[config.mk]
export PLATFORM = sky130hd
export DESIGN_NAME = uncached_dbus_top
export DESIGN_NICKNAME = d
export VERILOG_FILES = /design/src/verilog/dbus_pkg.sv /design/src/verilog/cpu_dbus_if.sv /design/src/verilog/bridge_ctl_if.sv /design/src/verilog/axi_watchdog.sv /design/src/verilog/req_stage.sv /design/src/verilog/resp_stage.sv /design/src/verilog/uncached_fsm.sv /design/src/verilog/uncached_dbus_top.sv
export SDC_FILE = /design/constraint.sdc
export NUM_CORES = 1
export LEC_CHECK = 0
export BUFFER_PORTS_ARGS = -buffer_cell sky130_fd_sc_hd__buf_2
export CAP_MARGIN = 20
export CORE_ASPECT_RATIO = 0.6
export CORE_MARGIN = 1
export CORE_UTILIZATION = 45
export CTS_CLUSTER_DIAMETER = 30
export DETAILED_ROUTE_END_ITERATION = 10
export GPL_TIMING_DRIVEN = 0
export MAX_ROUTING_LAYER = met4
export PLACE_DENSITY = 0.83
export SLEW_MARGIN = 30
export SYNTH_ARGS = -nofsm -noshare
export SYNTH_HDL_FRONTEND = slang
export SYNTH_SLANG_ARGS = --single-unit
[constraint.sdc]
create_clock -name clk -period 8.2 [get_ports clk]
set_input_delay 0.41 -clock clk [delete_from_list [all_inputs] [get_ports clk]]
set_output_delay 0.41 -clock clk [all_outputs]
set_load 0.01 [all_outputs]
[src/verilog/dbus_pkg.sv]
package dbus_pkg;

	// Bus widths
	localparam int ADDR_W = 32;
	localparam int DATA_W = 32;
	localparam int STRB_W = DATA_W / 8;
	localparam int RESP_W = 2;

	// One captured CPU request, 70 bits
	typedef struct packed {
		logic              read;
		logic              write;
		logic [ADDR_W-1:0] address;
		logic [DATA_W-1:0] wrdata;
		logic [STRB_W-1:0] byteenable;
	} dbus_req_t;

	// Bridge sequencing
	typedef enum logic [2:0] {
		IDLE,
		AR_WAIT,    // arvalid up, waiting for arready
		R_WAIT,     // rready up, waiting for rvalid
		AW_WAIT,
		W_WAIT,
		B_WAIT,     // CPU released, response still outstanding
		B_WAIT_REQ  // next request held until B arrives
	} bridge_state_t;

	// AXI response codes
	localparam logic [RESP_W-1:0] RESP_OKAY   = 2'b00;
	localparam logic [RESP_W-1:0] RESP_SLVERR = 2'b10;

	// Read data on a failed or timed out access
	localparam logic [DATA_W-1:0] BUS_ERR_DATA = 32'hdeadbeef;

endpackage

[src/verilog/cpu_dbus_if.sv]
interface cpu_dbus_if;

	// Request from the CPU
	logic                        read;
	logic                        write;
	logic [dbus_pkg::ADDR_W-1:0] address;
	logic [dbus_pkg::DATA_W-1:0] wrdata;
	logic [dbus_pkg::STRB_W-1:0] byteenable;

	// Response back to the CPU
	logic [dbus_pkg::DATA_W-1:0] rddata;
	logic                        stall;
	logic                        error; // One cycle pulse

	modport cpu (
		output read, write, address, wrdata, byteenable,
		input  rddata, stall, error
	);

	modport bridge (
		input  read, write, address, wrdata, byteenable,
		output rddata, stall, error
	);

endinterface

[src/verilog/bridge_ctl_if.sv]
interface bridge_ctl_if;

	// From the FSM
	logic capture_en; // Request register may load
	logic rd_done;    // R handshake this cycle
	logic abort;      // Watchdog fired in a wait state
	logic busy_next;  // Next state stalls the CPU
	logic err_b;      // B came back with SLVERR

	// Request visible to the FSM this cycle
	logic pend_read;
	logic pend_write;

	modport fsm (
		output capture_en, rd_done, abort, busy_next, err_b,
		input  pend_read, pend_write
	);

	modport stage (
		input  capture_en, rd_done, abort, busy_next, err_b,
		output pend_read, pend_write
	);

endinterface

[src/verilog/axi_watchdog.sv]
module axi_watchdog #(
	parameter int TIMEOUT_CYCLES = 64
) (
	input  logic clk,
	input  logic rst,
	input  logic run,
	input  logic clear,
	output logic timeout
);

	localparam int CNT_W = $clog2(TIMEOUT_CYCLES + 1);
	localparam logic [CNT_W-1:0] LAST = CNT_W'(TIMEOUT_CYCLES - 1);

	logic [CNT_W-1:0] count;

	// Fires on the last waiting cycle, never together with a handshake
	assign timeout = run && !clear && (count == LAST);

	always_ff @(posedge clk) begin
		if (rst)
			count <= '0;
		else if (!run || clear || timeout)
			count <= '0; // Restart for the next wait
		else
			count <= count + 1'b1;
	end

endmodule

[src/verilog/req_stage.sv]
module req_stage (
	input  logic clk,
	input  logic rst,

	cpu_dbus_if.bridge bus,
	bridge_ctl_if.stage ctl,

	// AXI payload
	output logic [dbus_pkg::ADDR_W-1:0] araddr,
	output logic [dbus_pkg::ADDR_W-1:0] awaddr,
	output logic [dbus_pkg::DATA_W-1:0] wdata,
	output logic [dbus_pkg::STRB_W-1:0] wstrb
);

	dbus_pkg::dbus_req_t cpu_req;
	dbus_pkg::dbus_req_t req;

	assign cpu_req.read       = bus.read;
	assign cpu_req.write      = bus.write;
	assign cpu_req.address    = bus.address;
	assign cpu_req.wrdata     = bus.wrdata;
	assign cpu_req.byteenable = bus.byteenable;

	always_ff @(posedge clk) begin
		if (rst) begin
			req.read  <= 1'b0;
			req.write <= 1'b0;
		end else if (ctl.capture_en) begin
			req <= cpu_req;
		end else if (ctl.abort || ctl.rd_done) begin
			req.read  <= 1'b0; // Request finished
			req.write <= 1'b0;
		end
	end

	// Live request while loading, held one otherwise
	assign ctl.pend_read  = ctl.capture_en ? bus.read  : req.read;
	assign ctl.pend_write = ctl.capture_en ? bus.write : req.write;

	// Payload stays stable while valid is up
	assign araddr = req.address;
	assign awaddr = req.address;
	assign wdata  = req.wrdata;
	assign wstrb  = req.byteenable;

endmodule

[src/verilog/resp_stage.sv]
module resp_stage (
	input  logic clk,
	input  logic rst,

	cpu_dbus_if.bridge bus,
	bridge_ctl_if.stage ctl,

	// AXI read data channel
	input  logic [dbus_pkg::DATA_W-1:0] rdata,
	input  logic [dbus_pkg::RESP_W-1:0] rresp
);

	logic                        r_err;
	logic                        stall_q;
	logic                        error_q;
	logic [dbus_pkg::DATA_W-1:0] rddata_q;

	assign r_err = ctl.rd_done && (rresp == dbus_pkg::RESP_SLVERR);

	always_ff @(posedge clk) begin
		if (rst) begin
			stall_q <= 1'b0;
			error_q <= 1'b0;
		end else begin
			stall_q <= ctl.busy_next;
			error_q <= r_err || ctl.err_b || ctl.abort; // Single cycle pulse
		end
	end

	// Read word lands together with the release of the stall
	always_ff @(posedge clk) begin
		if (ctl.rd_done)
			rddata_q <= r_err ? dbus_pkg::BUS_ERR_DATA : rdata;
		else if (ctl.abort)
			rddata_q <= dbus_pkg::BUS_ERR_DATA;
	end

	assign bus.stall  = stall_q;
	assign bus.error  = error_q;
	assign bus.rddata = rddata_q;

endmodule

[src/verilog/uncached_fsm.sv]
module uncached_fsm (
	input  logic clk,
	input  logic rst,

	// AXI4-Lite handshakes
	input  logic                        arready,
	input  logic                        awready,
	input  logic                        wready,
	input  logic                        rvalid,
	input  logic                        bvalid,
	input  logic [dbus_pkg::RESP_W-1:0] bresp,
	output logic                        arvalid,
	output logic                        awvalid,
	output logic                        wvalid,
	output logic                        rready,
	output logic                        bready,

	bridge_ctl_if.fsm ctl,

	// Watchdog
	output logic wd_run,
	output logic wd_clear,
	input  logic timeout
);

	dbus_pkg::bridge_state_t state, state_d;

	logic b_phase;
	logic b_done;
	logic ar_hs;
	logic aw_hs;
	logic w_hs;

	// Where a pending request starts its address phase
	function automatic dbus_pkg::bridge_state_t issue_state(input logic rd, input logic wr);
		if (rd)
			return dbus_pkg::AR_WAIT;
		else if (wr)
			return dbus_pkg::AW_WAIT;
		return dbus_pkg::IDLE;
	endfunction

	assign b_phase = (state == dbus_pkg::B_WAIT) || (state == dbus_pkg::B_WAIT_REQ);

	// A timed out B counts as finished so a held request is not lost
	assign b_done = b_phase && (bvalid || ctl.abort);

	assign ar_hs = arvalid && arready;
	assign aw_hs = awvalid && awready;
	assign w_hs  = wvalid && wready;

	always_comb begin
		state_d = state;
		case (state)
			dbus_pkg::IDLE:
				state_d = issue_state(ctl.pend_read, ctl.pend_write);
			dbus_pkg::AR_WAIT:
				if (arready) state_d = dbus_pkg::R_WAIT;
			dbus_pkg::R_WAIT:
				if (rvalid) state_d = dbus_pkg::IDLE;
			dbus_pkg::AW_WAIT:
				if (awready) state_d = dbus_pkg::W_WAIT;
			dbus_pkg::W_WAIT:
				if (wready) state_d = dbus_pkg::B_WAIT;
			dbus_pkg::B_WAIT: begin
				if (b_done)
					state_d = issue_state(ctl.pend_read, ctl.pend_write);
				else if (ctl.pend_read || ctl.pend_write)
					state_d = dbus_pkg::B_WAIT_REQ;
			end
			dbus_pkg::B_WAIT_REQ:
				if (b_done) state_d = issue_state(ctl.pend_read, ctl.pend_write);
			default:
				state_d = dbus_pkg::IDLE;
		endcase

		if (ctl.abort && !b_phase)
			state_d = dbus_pkg::IDLE;
	end

	always_ff @(posedge clk) begin
		if (rst)
			state <= dbus_pkg::IDLE;
		else
			state <= state_d;
	end

	// Channel valids come straight from the state
	assign arvalid = (state == dbus_pkg::AR_WAIT);
	assign awvalid = (state == dbus_pkg::AW_WAIT);
	assign wvalid  = (state == dbus_pkg::W_WAIT);
	assign rready  = (state == dbus_pkg::R_WAIT);
	assign bready  = 1'b1;

	// Requests are taken only while the CPU is not stalled
	assign ctl.capture_en = (state == dbus_pkg::IDLE) || (state == dbus_pkg::B_WAIT);
	assign ctl.busy_next  = (state_d != dbus_pkg::IDLE) && (state_d != dbus_pkg::B_WAIT);
	assign ctl.rd_done    = rvalid && rready;
	assign ctl.abort      = timeout && wd_run;
	assign ctl.err_b      = b_phase && bvalid && (bresp == dbus_pkg::RESP_SLVERR);

	assign wd_run   = (state != dbus_pkg::IDLE);
	assign wd_clear = ar_hs || aw_hs || w_hs || ctl.rd_done || (b_phase && bvalid);

endmodule

[src/verilog/uncached_dbus_top.sv]
module uncached_dbus_top #(
	parameter int TIMEOUT_CYCLES = 64
) (
	input  logic clk,
	input  logic rst,

	// CPU data bus
	input  logic                        read,
	input  logic                        write,
	input  logic [dbus_pkg::ADDR_W-1:0] address,
	input  logic [dbus_pkg::DATA_W-1:0] wrdata,
	input  logic [dbus_pkg::STRB_W-1:0] byteenable,
	output logic [dbus_pkg::DATA_W-1:0] rddata,
	output logic                        stall,
	output logic                        error,

	// AXI4-Lite master
	output logic [dbus_pkg::ADDR_W-1:0] awaddr,
	output logic                        awvalid,
	input  logic                        awready,
	output logic [dbus_pkg::DATA_W-1:0] wdata,
	output logic [dbus_pkg::STRB_W-1:0] wstrb,
	output logic                        wvalid,
	input  logic                        wready,
	input  logic [dbus_pkg::RESP_W-1:0] bresp,
	input  logic                        bvalid,
	output logic                        bready,
	output logic [dbus_pkg::ADDR_W-1:0] araddr,
	output logic                        arvalid,
	input  logic                        arready,
	input  logic [dbus_pkg::DATA_W-1:0] rdata,
	input  logic [dbus_pkg::RESP_W-1:0] rresp,
	input  logic                        rvalid,
	output logic                        rready
);

	cpu_dbus_if   bus ();
	bridge_ctl_if ctl ();

	logic wd_run;
	logic wd_clear;
	logic timeout;

	assign bus.read       = read;
	assign bus.write      = write;
	assign bus.address    = address;
	assign bus.wrdata     = wrdata;
	assign bus.byteenable = byteenable;
	assign rddata         = bus.rddata;
	assign stall          = bus.stall;
	assign error          = bus.error;

	uncached_fsm u_fsm (
		.clk      (clk),
		.rst      (rst),
		.arready  (arready),
		.awready  (awready),
		.wready   (wready),
		.rvalid   (rvalid),
		.bvalid   (bvalid),
		.bresp    (bresp),
		.arvalid  (arvalid),
		.awvalid  (awvalid),
		.wvalid   (wvalid),
		.rready   (rready),
		.bready   (bready),
		.ctl      (ctl.fsm),
		.wd_run   (wd_run),
		.wd_clear (wd_clear),
		.timeout  (timeout)
	);

	req_stage u_req_stage (
		.clk    (clk),
		.rst    (rst),
		.bus    (bus.bridge),
		.ctl    (ctl.stage),
		.araddr (araddr),
		.awaddr (awaddr),
		.wdata  (wdata),
		.wstrb  (wstrb)
	);

	resp_stage u_resp_stage (
		.clk   (clk),
		.rst   (rst),
		.bus   (bus.bridge),
		.ctl   (ctl.stage),
		.rdata (rdata),
		.rresp (rresp)
	);

	axi_watchdog #(
		.TIMEOUT_CYCLES (TIMEOUT_CYCLES)
	) u_watchdog (
		.clk     (clk),
		.rst     (rst),
		.run     (wd_run),
		.clear   (wd_clear),
		.timeout (timeout)
	);

endmodule

==> summary.txt, run 1 <==
Power
  • Sw Ratio: 0.2664
  • Sequential share of power: 0.404
  • Max VDD drop: 176.2 uV
  • P_int: 1.389 mW
  • PD cells: 273.6 nW/um2
  • Switch Pwr: 0.5045 mW
  • Clock power frac: 0.368
  • Pwr Total: 1.894 mW
  • Leak pwr: 3.094 nW
  • Gate power share: 0.228

Global routing
  • Global routing usage on met2: 0.3867
  • GR met1 Demand/Resource: 0.2450
  • All-Layer GR Usage: 0.2194
  • Largest net degree at the start of global routing: 33
  • Total global routing overflow: 0
  • Top Usage Layer GRT: met2
  • First-pass GRT wire length: 17370 um
  • Met3 Usage GRT: 0.06410
  • Initial antenna violation count: 0
  • Number of global-route vias before repair: 3451

Detailed routing
  • Drt wl/cell: 15.21 um
  • Post-route ant nets: 0
  • Iteration-0 DRC Markers: 175
  • Via count: 3584
  • Post-Route WL: 11880 um
  • Drc violations: 0
  • Drt pass-1 iters: 4
  • Vias/cell: 4.589

Clock tree
  • Clk root buf: clkbuf_16
  • Clock buffer count from CTS: 17
  • Clock tree buffer depth: 2
  • CTS clk-pin slew, worst paths: 0.06 ns
  • H-tree levels: 4
  • Clock Latency Late Sink: 0.41 ns
  • Post-CTS Repair Setup Buffers: 0
  • PostCTS Resize Cnt: 0
  • CTS tree: yes
  • Hold Buf Count CTS: 0
  • Sink Count: 114

Floorplan
  • Die area: 11190 um2
  • FP Rows: 28
  • Area of the core: 10160 um2
  • Starting Density: 0.4766
  • Die W: 135.9 um
  • Total I/O pin count: 252
  • Die Y: 82.35 um

Synthesis
  • Post-synthesis net count: 469
  • Largest family of logic cells by synthesized area: buffers and inverters
  • Simple-Gate Fraction of Synth Area: 0.09922
  • Post-synthesis mux area share: 0.006202
  • Compound-gate portion of the synthesized area: 0.03773
  • Yosys reg bits: 114
  • Area leader, netlist: edfxtp_1
  • Yosys warns: 0
  • Netlist Area Pre-Place: 4842 um2
  • Yosys cell types: 36
  • Synth Area in XOR/XNOR: 0.009044
  • Post-synthesis adder-cell area fraction: 0.002584
  • Top cells by area, synth: edfxtp_1 (62%), buf_4 (16%), dfxtp_1 (5.8%), or3_1 (3.4%), nor2_1 (1.9%)
  • Synth Area per Inst: 13.64 um2
  • Sequential area share after synthesis: 0.6780
  • Yosys top cell area share: 0.6202
  • Cells after synthesis: 355

Worst setup path
  • CP arrival: 2.95 ns
  • Crit path max fanout: 10
  • WS Path Type: reg -> reg
  • CP startpoint: u_fsm.state[2]$_SDFF_PP0_
  • RR Startpoint: u_fsm.state[2]$_SDFF_PP0_
  • R2r setup slk: 5.36 ns
  • Startpoint class of the critical path: register
  • Setup crit end kind: register
  • CP required: 8.31 ns

Finish
  • Commonest non-fill, non-tap cell in the layout: buf_2
  • Layout net count: 748
  • Share of layout cells above drive strength 1: 0.6161
  • Ant. Diodes: 0
  • Commonest non-fill, non-tap cells in the layout: buf_2 (252), buf_4 (109), edfxtp_1 (100), or3_1 (26), nor2_1 (24)
  • Area grow syn2layout: 42.92%

Place
  • Final HPWL DP: 9152 um
  • Count of input and output buffers: 250
  • Gpl congestion: 0.9203

STA
  • Slew Limit Fails: 0
  • Slew headroom: 0.4902
  • Worst slew pin tran: 0.7620 ns
  • Final hold vios: 0
  • Setup_tns: 0 ns
  • Min Tclk post-route: 2.835 ns
  • FMAX: 0.3527 GHz
  • Final setup violation count: 0
  • Unrepaired setup endpoints after global routing: no
  • Final period utilization: 0.3458
  • Clock Skew: 0.01235 ns

Job
  • Maxcap violations: 0

Worst hold path
  • HP Class: in -> reg
  • Hold Startpoint: wrdata[30]

Status
  • Run status: finished clean
[through the flow]
step	hold slack, ns	util	instance area, um2	instances	setup slack (ns)
floorplan	0.4176	-	4842	355	2.062
global placement	0.4305	0.6164	6262	740	-0.05425
detailed placement	0.4680	0.6252	6352	750	5.398
CTS	0.1581	0.6812	6920	781	5.399
global route	0.1501	0.6812	6920	781	5.157
finish	0.1760	0.6812	6920	781	5.365
[registers in the layout, summed over array words and instances, names as in the netlist]
signal / count
u_req_stage.araddr: 32
u_req_stage.wdata: 32
u_resp_stage.bus.rddata: 32
u_watchdog.count: 7
u_req_stage.wstrb: 4
u_fsm.state: 3
u_req_stage.req: 2
u_resp_stage.bus.error: 1
u_resp_stage.bus.stall: 1
[metal layers]
| metal | wire length (um) | vias to the layer above |
|---|---|---|
| li1 | - | 1730 |
| met1 | 4579 | 1691 |
| met2 | 6371 | 152 |
| met3 | 799 | 11 |
| met4 | 129 | 0 |
| met5 | 0 | - |
[synth_stat cells]
master	number
a2111oi_0	1
a2111oi_1	1
a21o_1	1
a21oi_1	6
a221o_1	1
a22oi_1	1
a31oi_1	3
a31oi_2	1
a41oi_2	1
and2_1	8
buf_1	1
buf_2	2
buf_4	101
clkbuf_1	6
conb_1	1
dfxtp_1	14
edfxtp_1	100
ha_1	1
inv_1	3
mux2i_1	3
nand2_1	14
nand2b_1	4
nand3_1	5
nand4b_1	1
nor2_1	24
nor2b_1	2
nor3_1	6
nor3b_1	2
nor4b_1	1
o2111ai_1	2
o21ai_0	4
o221a_2	1
o22ai_1	2
or3_1	26
xnor2_1	2
xor2_1	3
[kinds of logic (layout without fill, tap and decap cells)]
logic type / Yosys count / after routing
xor gates and xnor gates: 5 / 5
buffers and inverters: 113 / 404
AOI/OAI and AO/OA: 25 / 25
muxes: 3 / 3
DFF: 114 / 114
adders and majority gates: 1 / 1
and+or+nand+nor: 93 / 93
other: 1 / 1
[area by class of cell]
cell class              instances  area, um2
clock inverters                14      142.6
fillers                       772       3239
plain buffers                 110      794.5
inverters                       3      11.26
clock buffers                  17      425.4
repair buffers                260       1334
well taps                     135      168.9
multi-input cells             128      760.7
flip-flops and latches        114       3283
[worst max-delay path, stage by stage (launching register included)]
cell and delay, ns:
dfxtp_1 0.29, buf_2 0.19, buf_1 0.40, xor2_1 0.25, nor3_2 0.32, buf_4 0.23
buf_4 0.17, buf_4 0.18, buf_4 0.20, buf_6 0.17, buf_6 0.14
[path summary, 6_finish.rpt]
path,depth (start not counted),end
setup / recovery,10,u_req_stage.wdata[19]$_DFFE_PP_
hold reg to reg,1,u_watchdog.count[0]$_SDFF_PP0_
setup reg to reg,10,u_req_stage.wdata[19]$_DFFE_PP_
hold / removal,1,u_req_stage.wdata[30]$_DFFE_PP_
[power by group through the flow]
stage	sequential, mW	clock [mW]	combinational, mW
after floorplan	0.783	0	0.248
after global placement	0.788	0	0.395
after detailed placement	0.776	0	0.432
after CTS	0.765	0.709	0.434
after global routing	0.772	0.735	0.470
final	0.765	0.697	0.432
Power figures use the tool's default switching activity.
==> inputs of run 2 (changes only) <==
ABC_AREA = 1   (was not set)
CORE_UTILIZATION = 46   (was 45)
PLACE_DENSITY = 0.84   (was 0.83)
clock period = 2.9 ns   (was 8.2 ns; I/O delays follow)
==> run 2 against run 1 <==
  * Area after synthesis increased by 1.6%
  * Core utilization increased by 8.2 points
  * Clock skew decreased by 0.00072 ns
  * Clock-buffer cell count is 4 higher
  * Highest routed layer unchanged
==> summary.txt, run 2 <==
Power
  • Sw Ratio: 0.2902
  • Leak pwr: 3.503 nW
  • Pwr Total: 6.352 mW
  • Sequential share of power: 0.373
  • Clock power frac: 0.310
  • PD cells: 821.7 nW/um2
  • Switch Pwr: 1.843 mW
  • Max VDD drop: 509.8 uV
  • Gate power share: 0.317
  • P_int: 4.509 mW

Global routing
  • Initial antenna violation count: 0
  • Total global routing overflow: 0
  • First-pass GRT wire length: 18250 um
  • Largest net degree at the start of global routing: 35
  • Number of global-route vias before repair: 3951
  • All-Layer GR Usage: 0.2278

Synthesis
  • Predominant post-synthesis flop cell: edfxtp_1
  • Post-synthesis net count: 492
  • Yosys warns: 0
  • Cells after synthesis: 378
  • Yosys cell types: 33
  • Area leader, netlist: edfxtp_1
  • Most frequent cell after synthesis: buf_4
  • Post-synth EDFFs: 100
  • Synth Area per Inst: 13.02 um2
  • Netlist Area Pre-Place: 4921 um2
  • Sequential area share after synthesis: 0.6672
  • Post-synth ARST share: 0
  • Commonest cells in the synthesized netlist: buf_4 (101), edfxtp_1 (100), inv_1 (27)
  • Top cells by area, synth: edfxtp_1 (61%), buf_4 (15%), dfxtp_1 (5.7%), or2_2 (3.2%), inv_1 (2.1%)
  • Yosys top cell area share: 0.6102
  • Yosys reg bits: 114

Clock tree
  • CTS clk-pin slew, worst paths: 0.05 ns
  • Post-CTS Repair Setup Buffers: 0
  • Sink Count: 114
  • Clock tree buffer depth: 2
  • CTS tree: yes
  • Clock buffer count from CTS: 17
  • Clock Latency Late Sink: 0.39 ns
  • Clk root buf: clkbuf_16
  • PostCTS Resize Cnt: 0
  • H-tree levels: 4

Detailed routing
  • Drc violations: 0
  • Vias/cell: 4.384
  • Via count: 3823
  • Iteration-0 DRC Markers: 237
  • Post-route ant nets: 0
  • Drt pass-1 iters: 4
  • Drt wl/cell: 14.10 um
  • Post-Route WL: 12300 um

Floorplan
  • Die W: 135.5 um
  • Total I/O pin count: 252
  • Die area: 11130 um2
  • Starting Density: 0.4860
  • Area of the core: 10120 um2
  • Die Y: 82.12 um
  • FP Rows: 28

Worst setup path
  • Setup crit end kind: register
  • WS Path Type: reg -> reg
  • Crit path max fanout: 34
  • CP required: 2.91 ns
  • R2r setup slk: 0.67 ns
  • CP arrival: 2.24 ns
  • Startpoint class of the critical path: register

Finish
  • Core Util, Final: 0.7636
  • Layout net count: 838
  • Non-Filler Instances: 872
  • Final Cell Area: 7731 um2
  • Share of layout cells above drive strength 1: 0.6024
  • Area grow syn2layout: 57.11%
  • Commonest non-fill, non-tap cells in the layout: buf_2 (250), buf_4 (101), edfxtp_1 (100), dlygate4sd3_1 (74), inv_1 (27)
  • Ant. Diodes: 0
  • Commonest non-fill, non-tap cell in the layout: buf_2

Status
  • Run status: finished clean

STA
  • Worst slew pin tran: 0.7552 ns
  • Final period utilization: 0.7684
  • Unrepaired setup endpoints after global routing: no
  • Slew Limit Fails: 0
  • Clock Skew: 0.01163 ns
  • Final hold vios: 0
  • FMAX: 0.4488 GHz
  • Setup_tns: 0 ns
  • Final setup violation count: 0
  • Slew headroom: 0.4948
  • Min Tclk post-route: 2.228 ns

Place
  • Gpl congestion: 0.8763
  • DP Area: 6425 um2
  • Final HPWL DP: 8240 um
  • Cell count after placement: 766
  • Count of input and output buffers: 250

Worst hold path
  • HP Class: in -> reg

Job
  • Maxcap violations: 0
run 2: cell count changes after synthesis, sizes merged, moves of 8 or more:
cell | previous run | this run
nand3 | 5 | 17
or3 | 26 | 0
inv | 3 | 34
or2 | 0 | 25
and2 | 8 | 0
nand2 | 14 | 28
run 2: final timing paths:
check                                      start                                  endpoint  depth (start not counted)
setup / recovery  u_watchdog.count[0]$_SDFF_PP0_  u_resp_stage.bus.rddata[9]$_SDFFCE_PP1P_                          7
hold / removal                          rdata[6]  u_resp_stage.bus.rddata[6]$_SDFFCE_PP1P_                          2
setup reg to reg  u_watchdog.count[0]$_SDFF_PP0_  u_resp_stage.bus.rddata[9]$_SDFFCE_PP1P_                          7
hold reg to reg   u_watchdog.count[0]$_SDFF_PP0_            u_watchdog.count[0]$_SDFF_PP0_                          1
run 2: area by class of cell:
class / instances / area, um2
plain buffers: 105 / 780.7
clock buffers: 21 / 450.4
clock inverters: 11 / 115.1
fillers: 621 / 2394
inverters: 34 / 127.6
multi-input cells: 125 / 743.2
flip-flops and latches: 114 / 3283
well taps: 135 / 168.9
repair buffers: 327 / 2062
run 2: stage by stage:
| step | setup slack, ns | hold slack (ns) |
|---|---|---|
| floorplan | 0.6585 | 0.2144 |
| global placement | 0.1964 | 0.3222 |
| detailed placement | 0.6630 | 0.3234 |
| CTS | 0.6524 | 0.002259 |
| global route | 0.4410 | 0.0006381 |
| finish | 0.6717 | 0.01202 |
run 2: worst max-delay path, cell delays in order, from the launching register on:
cell and delay (ns):
dfxtp_1 0.35, ha_1 0.18, nand2_1 0.06, inv_1 0.08, nand4_1 0.11, nor2_1 0.30, nand3_4 0.17, nand2_2 0.59
run 2: power by group through the flow:
stage                     Sequential [mW]  Clock (mW)  Combinational [mW]
after CTS                            2.36        1.99                2.01
after detailed placement             2.39           0                1.93
after global routing                 2.40        2.07                2.20
after floorplan                      2.38           0                1.21
final                                2.37        1.97                2.02
after global placement               2.38           0                1.78
run 2: kinds of logic after synthesis:
logic type	after synthesis	synth area share
flops	114	0.6672
buf+inv	139	0.1846
simple gates	109	0.1256
xor+xnor	2	0.003560
other cells	1	0.0007620
compound gates	12	0.01576
fa+ha+maj	1	0.002542
run 2: what timing repair did:
item                       CTS  global route
hold buffers                71             3
setup endpoints to repair    0             0
hold endpoints to repair    71             3
run 2: per-layer routing:
metal / share of wire / vias up / wire [um] / track usage
li1: - / 1863 / - / -
met1: 0.37 / 1781 / 4571 / 0.2332
met2: 0.55 / 167 / 6705 / 0.4303
met3: 0.071 / 12 / 878 / 0.05617
met4: 0.012 / 0 / 144 / 0.08539
met5: 0 / - / 0 / -
